$ cat src/logic/timetag_params.svh
`ifndef TIMETAG_PARAMS_SVH
`define TIMETAG_PARAMS_SVH

// ==================================================
// Detector side
// ==================================================
`define TT_CHANNELS 4          // Strobe inputs
`define TT_TS_BITS 24          // Free-running timer width

// Record queues
`define TT_FIFO_DEPTH 16

// ==================================================
// Host command framing
// ==================================================
`define TT_SYNC_BYTE 8'hAA
`define TT_ADDR_ENABLE 8'h01   // Channel enable mask
`define TT_ADDR_POLARITY 8'h02 // Edge polarity mask

`endif

$ cat src/logic/timetag_pkg.sv
`include "timetag_params.svh"

package timetag_pkg;

	// Configuration written by the host
	typedef struct packed {
		logic [`TT_CHANNELS-1:0] enable;   // 1 enables the channel
		logic [`TT_CHANNELS-1:0] polarity; // 1 selects the falling edge
	} cfg_t;

	// ==================================================
	// Records queued for the output bus
	// ==================================================

	// One record per cycle with at least one hit
	typedef struct packed {
		logic [`TT_CHANNELS-1:0] hit;      // Channels that fired together
		logic                    overflow; // Records were lost before this one
		logic [`TT_TS_BITS-1:0]  ts;       // Timer in the edge-detect cycle
	} tag_rec_t;

	// Echo of one complete command frame
	typedef struct packed {
		logic       err;  // Unknown address
		logic [7:0] addr;
		logic [7:0] data;
	} reply_rec_t;

endpackage

$ cat src/logic/rec_fifo_if.sv
interface rec_fifo_if #(
	parameter type payload_t = logic
) ();

	// Write side
	logic     push;
	payload_t wdata;
	logic     full;

	// Read side, rdata is the head entry while not empty
	logic     pop;
	payload_t rdata;
	logic     empty;

	modport producer (output push, output wdata, input full);

	modport consumer (output pop, input rdata, input empty);

	modport fifo (
		input  push,
		input  wdata,
		input  pop,
		output full,
		output rdata,
		output empty
	);

endinterface

$ cat src/logic/cmd_decoder.sv
`include "timetag_params.svh"

module cmd_decoder (
	input  logic               clk,
	input  logic               arst_n,
	input  logic [7:0]         cmd_data,
	input  logic               cmd_wr,
	output timetag_pkg::cfg_t  cfg,
	rec_fifo_if.producer       reply
);

	// Frame is sync, address, data
	typedef enum logic [1:0] {
		S_HUNT,
		S_ADDR,
		S_DATA
	} state_t;

	state_t                  state;
	logic [7:0]              addr_q;     // Address byte of the current frame
	logic                    addr_known;
	logic                    reply_pend; // Reply waiting for a free slot
	timetag_pkg::reply_rec_t reply_rec;

	assign addr_known = (addr_q == `TT_ADDR_ENABLE) || (addr_q == `TT_ADDR_POLARITY);

	// ==================================================
	// Frame parser and configuration registers
	// ==================================================
	always_ff @(posedge clk or negedge arst_n) begin
		if (!arst_n) begin
			state      <= S_HUNT;
			cfg        <= '0;
			reply_pend <= 1'b0;
		end else begin
			if (reply.push)
				reply_pend <= 1'b0;
			if (cmd_wr) begin
				case (state)
					S_HUNT: begin
						if (cmd_data == `TT_SYNC_BYTE) // Anything else is garbage
							state <= S_ADDR;
					end
					S_ADDR: begin
						state <= S_DATA;
					end
					S_DATA: begin
						state      <= S_HUNT;
						reply_pend <= 1'b1;
						if (addr_q == `TT_ADDR_ENABLE)
							cfg.enable <= cmd_data[`TT_CHANNELS-1:0];
						if (addr_q == `TT_ADDR_POLARITY)
							cfg.polarity <= cmd_data[`TT_CHANNELS-1:0];
					end
					default: begin
						state <= S_HUNT;
					end
				endcase
			end
		end
	end

	// Address and reply payload
	always_ff @(posedge clk) begin
		if (cmd_wr && state == S_ADDR)
			addr_q <= cmd_data;
		if (cmd_wr && state == S_DATA) begin
			reply_rec.err  <= !addr_known;
			reply_rec.addr <= addr_q;
			reply_rec.data <= cmd_data;
		end
	end

	// Host pacing keeps the queue from filling, hold the reply if it does
	assign reply.push  = reply_pend && !reply.full;
	assign reply.wdata = reply_rec;

endmodule

$ cat src/logic/strobe_tagger.sv
`include "timetag_params.svh"

module strobe_tagger (
	input  logic                    clk,
	input  logic                    arst_n,
	input  logic [`TT_CHANNELS-1:0] strobe_in,
	input  timetag_pkg::cfg_t       cfg,
	rec_fifo_if.producer            tags
);

	logic [`TT_TS_BITS-1:0]  timer;

	// Synchronizer and edge register
	logic [`TT_CHANNELS-1:0] sync1;
	logic [`TT_CHANNELS-1:0] sync2;
	logic [`TT_CHANNELS-1:0] prev;
	logic [`TT_CHANNELS-1:0] edges;
	logic [`TT_CHANNELS-1:0] hits;

	// Pipeline toward the push
	logic [`TT_CHANNELS-1:0] det_hit; // Stage 1, mask from the edge-detect cycle
	logic [`TT_TS_BITS-1:0]  det_ts;
	logic                    rec_valid; // Stage 2, record ready to push
	logic [`TT_CHANNELS-1:0] rec_hit;
	logic [`TT_TS_BITS-1:0]  rec_ts;
	logic                    ovf_sticky; // Set when a record is dropped

	// Changed and now at the selected level
	assign edges = (sync2 ^ prev) & (sync2 ^ cfg.polarity);
	assign hits  = edges & cfg.enable;

	// ==================================================
	// Timer, synchronizers, pipeline control
	// ==================================================
	always_ff @(posedge clk or negedge arst_n) begin
		if (!arst_n) begin
			timer      <= '0;
			sync1      <= '0;
			sync2      <= '0;
			prev       <= '0;
			det_hit    <= '0;
			rec_valid  <= 1'b0;
			ovf_sticky <= 1'b0;
		end else begin
			timer     <= timer + 1'b1; // Wraps at 2^24
			sync1     <= strobe_in;
			sync2     <= sync1;
			prev      <= sync2;
			det_hit   <= hits;
			rec_valid <= |det_hit;
			if (tags.push)
				ovf_sticky <= 1'b0;
			else if (rec_valid && tags.full)
				ovf_sticky <= 1'b1; // Record lost, flag the next one
		end
	end

	// Timestamp and mask payload
	always_ff @(posedge clk) begin
		det_ts  <= timer;
		rec_hit <= det_hit;
		rec_ts  <= det_ts;
	end

	assign tags.push           = rec_valid && !tags.full;
	assign tags.wdata.hit      = rec_hit;
	assign tags.wdata.overflow = ovf_sticky;
	assign tags.wdata.ts       = rec_ts;

endmodule

$ cat src/logic/rec_fifo.sv
`include "timetag_params.svh"

module rec_fifo #(
	parameter type payload_t = logic,
	parameter int  DEPTH     = `TT_FIFO_DEPTH
) (
	input  logic clk,
	input  logic arst_n,
	rec_fifo_if.fifo q
);

	localparam int PTR_W = $clog2(DEPTH);
	localparam int CNT_W = $clog2(DEPTH + 1);

	payload_t           mem [DEPTH];
	logic [PTR_W-1:0]   wr_ptr;
	logic [PTR_W-1:0]   rd_ptr;
	logic [CNT_W-1:0]   count;
	logic               do_push;
	logic               do_pop;

	assign do_push = q.push && !q.full;
	assign do_pop  = q.pop && !q.empty;

	assign q.full  = (count == CNT_W'(DEPTH));
	assign q.empty = (count == '0);
	assign q.rdata = mem[rd_ptr]; // Head entry

	// Pointers and occupancy
	always_ff @(posedge clk or negedge arst_n) begin
		if (!arst_n) begin
			wr_ptr <= '0;
			rd_ptr <= '0;
			count  <= '0;
		end else begin
			if (do_push)
				wr_ptr <= (wr_ptr == PTR_W'(DEPTH - 1)) ? '0 : wr_ptr + 1'b1;
			if (do_pop)
				rd_ptr <= (rd_ptr == PTR_W'(DEPTH - 1)) ? '0 : rd_ptr + 1'b1;
			if (do_push && !do_pop)
				count <= count + 1'b1;
			else if (do_pop && !do_push)
				count <= count - 1'b1;
		end
	end

	// Storage
	always_ff @(posedge clk) begin
		if (do_push)
			mem[wr_ptr] <= q.wdata;
	end

endmodule

$ cat src/logic/out_arbiter.sv
module out_arbiter (
	input  logic        clk,
	input  logic        arst_n,
	rec_fifo_if.consumer tags,
	rec_fifo_if.consumer replies,
	output logic [7:0]  out_data,
	output logic        out_valid,
	input  logic        out_ready
);

	timetag_pkg::tag_rec_t   tag_head;
	timetag_pkg::reply_rec_t reply_head;
	logic                    grant_tag;
	logic                    grant_reply;
	logic                    xfer;
	logic [1:0]              left;     // Bytes after the current one
	logic                    last_tag; // Last record served was a tag
	logic [31:0]             shreg;
	logic [31:0]             load_word;

	assign tag_head   = tags.rdata;
	assign reply_head = replies.rdata;

	// ==================================================
	// Round-robin grant at record boundaries
	// ==================================================
	assign grant_tag   = !tags.empty && (replies.empty || !last_tag);
	assign grant_reply = !replies.empty && (tags.empty || last_tag);

	assign tags.pop    = !out_valid && grant_tag;
	assign replies.pop = !out_valid && grant_reply;

	// Record as it goes on the wire, header first
	always_comb begin
		if (grant_tag)
			load_word = {1'b0, tag_head.overflow, 2'b00, tag_head.hit, tag_head.ts};
		else
			load_word = {1'b1, reply_head.err, 6'b0, reply_head.addr, reply_head.data, 8'h00};
	end

	assign xfer = out_valid && out_ready;

	always_ff @(posedge clk or negedge arst_n) begin
		if (!arst_n) begin
			out_valid <= 1'b0;
			left      <= '0;
			last_tag  <= 1'b0;
		end else if (tags.pop || replies.pop) begin
			out_valid <= 1'b1;
			left      <= tags.pop ? 2'd3 : 2'd2; // 4 or 3 bytes
			last_tag  <= tags.pop;
		end else if (xfer) begin
			if (left == '0)
				out_valid <= 1'b0; // Record done
			else
				left <= left - 1'b1;
		end
	end

	// Shift out MSB first, hold while stalled
	always_ff @(posedge clk) begin
		if (tags.pop || replies.pop)
			shreg <= load_word;
		else if (xfer)
			shreg <= {shreg[23:0], 8'h00};
	end

	assign out_data = shreg[31:24];

endmodule

$ cat src/logic/timetag_top.sv
`include "timetag_params.svh"

module timetag_top (
	input  logic                    clk,
	input  logic                    arst_n,
	input  logic [7:0]              cmd_data,
	input  logic                    cmd_wr,
	input  logic [`TT_CHANNELS-1:0] strobe_in,
	output logic [7:0]              out_data,
	output logic                    out_valid,
	input  logic                    out_ready
);

	timetag_pkg::cfg_t cfg; // Decoder to tagger

	// ==================================================
	// Record queues
	// ==================================================
	rec_fifo_if #(.payload_t(timetag_pkg::tag_rec_t))   tag_q ();
	rec_fifo_if #(.payload_t(timetag_pkg::reply_rec_t)) reply_q ();

	rec_fifo #(.payload_t(timetag_pkg::tag_rec_t)) u_tag_fifo (
		.clk    (clk),
		.arst_n (arst_n),
		.q      (tag_q.fifo)
	);

	rec_fifo #(.payload_t(timetag_pkg::reply_rec_t)) u_reply_fifo (
		.clk    (clk),
		.arst_n (arst_n),
		.q      (reply_q.fifo)
	);

	// Producers
	cmd_decoder u_cmd_decoder (
		.clk      (clk),
		.arst_n   (arst_n),
		.cmd_data (cmd_data),
		.cmd_wr   (cmd_wr),
		.cfg      (cfg),
		.reply    (reply_q.producer)
	);

	strobe_tagger u_strobe_tagger (
		.clk       (clk),
		.arst_n    (arst_n),
		.strobe_in (strobe_in),
		.cfg       (cfg),
		.tags      (tag_q.producer)
	);

	// Shared output byte bus
	out_arbiter u_out_arbiter (
		.clk       (clk),
		.arst_n    (arst_n),
		.tags      (tag_q.consumer),
		.replies   (reply_q.consumer),
		.out_data  (out_data),
		.out_valid (out_valid),
		.out_ready (out_ready)
	);

endmodule

$ cat config.mk
export PLATFORM = sky130hd
export DESIGN_NAME = timetag_top
export DESIGN_NICKNAME = d
export VERILOG_FILES = /design/src/logic/timetag_pkg.sv /design/src/logic/rec_fifo_if.sv /design/src/logic/cmd_decoder.sv /design/src/logic/strobe_tagger.sv /design/src/logic/rec_fifo.sv /design/src/logic/out_arbiter.sv /design/src/logic/timetag_top.sv
export VERILOG_INCLUDE_DIRS = /design/src /design/src/logic
export SDC_FILE = /design/constraint.sdc
export NUM_CORES = 1
export LEC_CHECK = 0
export ABC_AREA = 1
export BUFFER_PORTS_ARGS = -buffer_cell sky130_fd_sc_hd__buf_2
export CORE_UTILIZATION = 45
export DETAILED_ROUTE_END_ITERATION = 10
export GPL_ROUTABILITY_DRIVEN = 1
export PLACE_DENSITY_LB_ADDON = 0.15
export SLEW_MARGIN = 20
export SYNTH_ARGS = -nofsm -noshare
export SYNTH_HDL_FRONTEND = slang
export SYNTH_HIERARCHICAL = 1
export SYNTH_SLANG_ARGS = --single-unit
$ cat constraint.sdc
create_clock -name clk -period 5.75 [get_ports clk]
set_clock_uncertainty 0.2 [all_clocks]
set_input_delay 0.8625 -clock clk [delete_from_list [all_inputs] [get_ports clk]]
set_output_delay 0.8625 -clock clk [all_outputs]
set_load 0.02 [all_outputs]
### Word level (Yosys, flattened, before mapping)

Memories as Yosys holds them, arrays and structs flattened.
Index checks and enable logic that the tools add are counted.

| storage, ports and cells | value |
|---|---|
| RAM bits | 736 |
| register bits after elaboration | 192 |
| memories | 2 |

Memories:

| name | words | width | rd ports | clocked after memory_dff | wr ports | line | RTL |
|---|---|---|---|---|---|---|---|
| u_tag_fifo.mem | 16 | 29 | 1 | 0 | 1 | rec_fifo.sv:15 | `payload_t mem [DEPTH];` |
| u_reply_fifo.mem | 16 | 17 | 1 | 0 | 1 | rec_fifo.sv:15 |  |

| operators by class | value |
|---|---|
| mux-type cells | 29 |
| eq/ne operators | 13 |
| bitwise gates (word level) | 4 |
| $add $sub $neg | 10 |
| reductions and logical operators | 48 |

Operators by type and width:

| cell | count |
|---|---|
| 2-to-1 mux 32 bit | 3 |
| adder 24 x 1 -> 24 bit, second input constant | 1 |
| 2-to-1 mux 5 bit | 4 |
| logical AND 1 bit | 18 |
| adder 4 x 1 -> 4 bit, second input constant | 4 |
| equality test 4 bit, second input constant | 4 |
| 2-to-1 mux 4 bit | 4 |
| 2-to-1 mux 1 bit | 13 |
| zero test 1 bit | 11 |
| adder 5 x 1 -> 5 bit, second input constant | 2 |
| equality test 5 bit, second input constant | 2 |
| zero test 5 bit | 2 |
| nonzero test 2 bit | 5 |
| subtractor 5 x 1 -> 5 bit, second input constant | 2 |
| bitwise AND 4 bit | 2 |
| equality test 8 x 1 -> 1 bit, second input constant | 1 |
| equality test 8 x 2 -> 1 bit, second input constant | 1 |
| equality test 8 bit, second input constant | 1 |
| 2-to-1 mux 2 bit | 4 |
| bitwise XOR 4 bit | 2 |
| AND reduction 2 bit | 3 |
| AND reduction 3 bit | 2 |
| zero test 2 bit | 2 |
| logical OR 1 bit | 4 |
| other kinds (6) | 7 |

### Logic depth before layout (Yosys ltp)

| depth | value |
|---|---|
| depth after elaboration | 8 |
| gate-level depth with buffers | 19 |
| gate-level depth less buffers | 18 |

### Hierarchy

Netlist, hierarchy kept.

Modules (own cells, without submodules):

| module | seq. area each (um^2) | instances | area each (um^2) | cells an instance |
|---|---|---|---|---|
| rec_fifo (u_tag_fifo) | 14,258.7 | 1 | 21,076.5 | 2,110 |
| rec_fifo (u_reply_fifo) | 8,493.1 | 1 | 12,689.7 | 1,283 |
| strobe_tagger | 2,092.0 | 1 | 2,813.9 | 236 |
| out_arbiter | 1,061.0 | 1 | 1,735.4 | 189 |
| cmd_decoder | 1,026.0 | 1 | 1,341.3 | 108 |

### Least setup slack after synthesis

No wires, ideal clock.

| timing path | value |
|---|---|
| kind | input port to flip-flop |
| start | input out_ready |
| end | register u_out_arbiter.shreg[0], enable pin |
| arrival | 3.178 ns |
| path slack | 1.907 ns |
| data required time | 5.084 ns |
| stages | 2 |
| path buffers | 0 |
| cell sequence | inv_1 -> o21ai_0 |

| between the ends | value |
|---|---|
| word-level cells in the longest chain between the ends | 2 |

RTL lines:

| item | line | RTL |
|---|---|---|
| start, declared | timetag_top.sv:11 | `input logic out_ready` |
| logical AND 1 bit | out_arbiter.sv:41 | `assign xfer = out_valid && out_ready;` |
| nonzero test 2 bit (no line) | - |  |
| end signal, assigned | out_arbiter.sv:63 | `shreg <= load_word;` |
| end signal, assigned | out_arbiter.sv:65 | `shreg <= {shreg[23:0], 8'h00};` |
| end, declared | out_arbiter.sv:18 | `logic [31:0] shreg;` |

Every way passes these cells.
A chain may end at the register's enable or synchronous reset.

### Final worst setup path

| timing path | value |
|---|---|
| start | register u_reply_fifo.count[1] |
| end | register u_tag_fifo.count[4] |

| between the ends | value |
|---|---|
| word-level cells in the longest chain between the ends | 8 |

RTL lines:

| item | line | RTL |
|---|---|---|
| start, declared | rec_fifo.sv:18 | `logic [CNT_W-1:0] count;` |
| start signal, assigned | rec_fifo.sv:41 | `count <= count + 1'b1;` |
| start signal, assigned | rec_fifo.sv:43 | `count <= count - 1'b1;` |
| zero test 5 bit * | rec_fifo.sv:26 | `assign q.empty = (count == '0);` |
| net reply_q.empty | rec_fifo_if.sv:13 | `logic empty;` |
| logical OR 1 bit * | out_arbiter.sv:27 | `assign grant_tag = !tags.empty && (replies.empty \|\| !last_tag);` |
| logical AND 1 bit * | out_arbiter.sv:27 |  |
| logical AND 1 bit * | out_arbiter.sv:30 | `assign tags.pop = !out_valid && grant_tag;` |
| net tag_q.pop | rec_fifo_if.sv:11 | `logic pop;` |
| logical AND 1 bit * | rec_fifo.sv:23 | `assign do_pop = q.pop && !q.empty;` |
| zero test 1 bit | rec_fifo.sv:40 | `if (do_push && !do_pop)` |
| logical AND 1 bit | rec_fifo.sv:40 |  |
| 2-to-1 mux 5 bit / nonzero test 2 bit (equally long branches) | - |  |
| end signal, assigned | rec_fifo.sv:41 |  |
| end signal, assigned | rec_fifo.sv:43 |  |
| end, declared | rec_fifo.sv:18 |  |

Mark *: on every way through the listed nets, which the timed path passes. The rest lies on a longest branch.

==> impl_metrics.json <==
{
  "synth_edf_count": 793,
  "gp_congestion": 0.771,
  "cts_buffer_depth": 3,
  "area_growth_pct": 11.5,
  "core_area_mm2": 0.0870,
  "outcome": "completed",
  "slew-limit-headroom_pct": 32.7,
  "min_period_ns": 3.52,
  "p_switching_mw": 6.22,
  "overflow": 0,
  "finalSetupViolCount": 0,
  "fp-row-count": 108,
  "netlist_instances": 3926,
  "worst-endpoint-required_ns": 6.08,
  "async_flop_share_pct": 8.94,
  "cts_tree": "yes",
  "synth_top_area_cell": "edfxtp_1",
  "wirelength_mm": 96.2,
  "comb_power_share_pct": 24.5,
  "drv_slew": 0,
  "antenna_found_initial": 2,
  "cts.repair.resized": 0,
  "ir_drop_uv": 276,
  "syn_nets": 3966,
  "critical_path_class": "reg -> reg",
  "start_kind": "register",
  "ioPinCount": 25,
  "finish.utilization_pct": 50.8,
  "yosysUniqueCellTypes": 28,
  "firstDrtPassIters": 6,
  "io_buffer_count": 24,
  "synth_most_common_cell": "nand2_1",
  "die_h_um": 299,
  "endpoint_kind": "register",
  "fin_setup_tns_ns": 0,
  "hpwlAfterDp_mm": 54.4,
  "drive_gt1_share_pct": 7.21,
  "syn_area_mm2": 0.0397,
  "grt_max_degree": 109,
  "postCtsSetupBuffers": 0,
  "cts_sinks": 928,
  "p_leak_nw": 19.6,
  "synth_flop_cell": "edfxtp_1",
  "p_sw_share_pct": 33.1,
  "synthTopCellsByCount": "nand2_1, edfxtp_1, inv_1",
  "grt_pass1_vias": 24141,
  "internal_power_mw": 12.6,
  "cp.arrival_ns": 3.85,
  "dieArea_mm2": 0.0893,
  "p_per_area_mw_per_mm2": 425,
  "critPathMaxFanout": 22,
  "synth-warning-count": 6,
  "initial_core_util_pct": 45.6,
  "worstHoldPathType": "in -> async",
  "hold_buffers": 0,
  "wire_per_inst_um": 18.6,
  "ys_ff_latch": 928,
  "drtIter0Drc": 2260,
  "power_frac_seq_pct": 42.3,
  "vias": 25327,
  "clockPowerShare_pct": 33.2,
  "netlist.area_leader.share_pct": 60.0,
  "viasPerCell": 4.89,
  "track_usage_pct": 21.8,
  "final_nets": 3980,
  "p_total_mw": 18.8,
  "rrSetupSlack_ns": 2.23,
  "clock.fmax_mhz": 284,
  "synth_area_leaders": "edfxtp_1, nand2_1, inv_1",
  "drv_cap": 0,
  "fin_hold_ws_ns": 0.0187,
  "ys_seq_area_share_pct": 67.9,
  "max_slew.worst_pin.slew_ns": 1.01,
  "grt_first_pass_wirelength_mm": 148,
  "clk_latency_ns": 0.65,
  "cts_made_buffers": 95,
  "syn_avg_cell_area_um2": 10.1,
  "clk_pin_slew_ns": 0.06,
  "hold_viol": 0,
  "die_x_um": 299,
  "ant_nets": 0,
  "cts_max_level": 3,
  "rsz0062_at_grt": "false",
  "fin_crit_sh_pct": 61.2,
  "clock-root-buffer": "clkbuf_16",
  "drcViolationCount": 0
}
## registers in the layout, summed over array words and instances (netlist names), 5 cells and up
register and flops:
u_tag_fifo/mem 464, u_reply_fifo/mem 272, u_out_arbiter/shreg 32, u_strobe_tagger/det_ts 24
u_strobe_tagger/rec_ts 24, u_strobe_tagger/timer 24, u_cmd_decoder/reply.wdata 17, u_cmd_decoder/addr_q 8
u_cmd_decoder/cfg 8, u_reply_fifo/count 5, u_tag_fifo/count 5
## placed cells by master (no fill, tap or decap), drive strengths merged, types with 32 or more instances in the layout
cell,netlist,layout
buf,142,79
clkbuf,20,140
clkinv,3,32
dfrtp,83,83
dfxtp,52,52
edfxtp,793,793
inv,775,779
nand2,1331,1331
nand3,516,516
nor2,104,104
## final timing paths
| check | start | end | depth (start not counted) |
|---|---|---|---|
| setup / recovery | u_reply_fifo/count[1] | u_tag_fifo/count[4] | 17 |
| hold / removal | arst_n | u_strobe_tagger/timer[5] | 1 |
| setup reg to reg | u_reply_fifo/count[1] | u_tag_fifo/count[4] | 17 |
| hold reg to reg | u_strobe_tagger/det_ts[11] | u_strobe_tagger/rec_ts[11] | 0 |
| max in group asynchronous | arst_n | u_reply_fifo/rd_ptr[0] | 2 |
| min in group clk | u_strobe_tagger/det_ts[11] | u_strobe_tagger/rec_ts[11] | 0 |
## power by group through the flow
stage	Combinational (mW)	Clock, mW	Sequential (mW)
floorplan	3.58	0	7.83
global placement	4.59	0	8.10
detailed placement	4.64	0	8.09
CTS	4.66	6.36	7.96
global route	5.22	6.62	7.99
finish	4.61	6.23	7.95
## worst max-delay path, cell delays in order (launching register included)
cell	delay, ns
dfrtp_1	0.41
nor2_1	0.15
nand4_1	0.12
inv_1	0.10
inv_1	0.05
nand2_1	0.05
nand2_1	0.34
inv_2	0.52
nand2_1	0.25
ha_1	0.28
inv_1	0.16
ha_1	0.29
nand2_1	0.07
nand2_1	0.05
o21ai_0	0.17
nand2_1	0.07
nand2_1	0.06
nand2_1	0.05
## per-stage QoR
stage	instances	cell area (um2)	worst slack, ns
after floorplan	3926	39700	1.91
after global placement	4994	40900	2.30
after detailed placement	4998	41000	2.21
after CTS	5177	44200	2.20
after global routing	5177	44200	1.81
final	5179	44200	2.23
## layout make-up
cell class | instances | area [um2]
well taps | 1155 | 1450
inverters | 778 | 2930
diodes | 2 | 5.00
flip-flops and latches | 928 | 26900
clock buffers | 140 | 2830
repair buffers | 79 | 613
clock inverters | 39 | 375
multi-input cells | 2058 | 9090
fillers | 7801 | 42800
## logic make-up (layout without fill, tap and decap cells)
| logic type | after synthesis | after routing | synth area share, % |
|---|---|---|---|
| AO/OA/AOI/OAI | 39 | 39 | 0.492 |
| AND/OR/NAND/NOR | 1970 | 1970 | 20.6 |
| flip-flops | 928 | 928 | 67.9 |
| XOR/XNOR | 25 | 25 | 0.552 |
| adder cells (fa/ha/maj) | 24 | 24 | 0.795 |
| other | 0 | 2 | 0 |
| buffers and inverters | 940 | 1036 | 9.65 |
## layer usage
metal / share of wire [%] / GRT usage [%] / vias up
li1: - / - / 12415
met1: 46 / 32.1 / 12108
met2: 45 / 33.7 / 675
met3: 6.2 / 2.98 / 129
met4: 2.3 / 6.64 / 0
met5: 0 / 0 / -
Note: power is estimated with default switching activity, not from simulation.
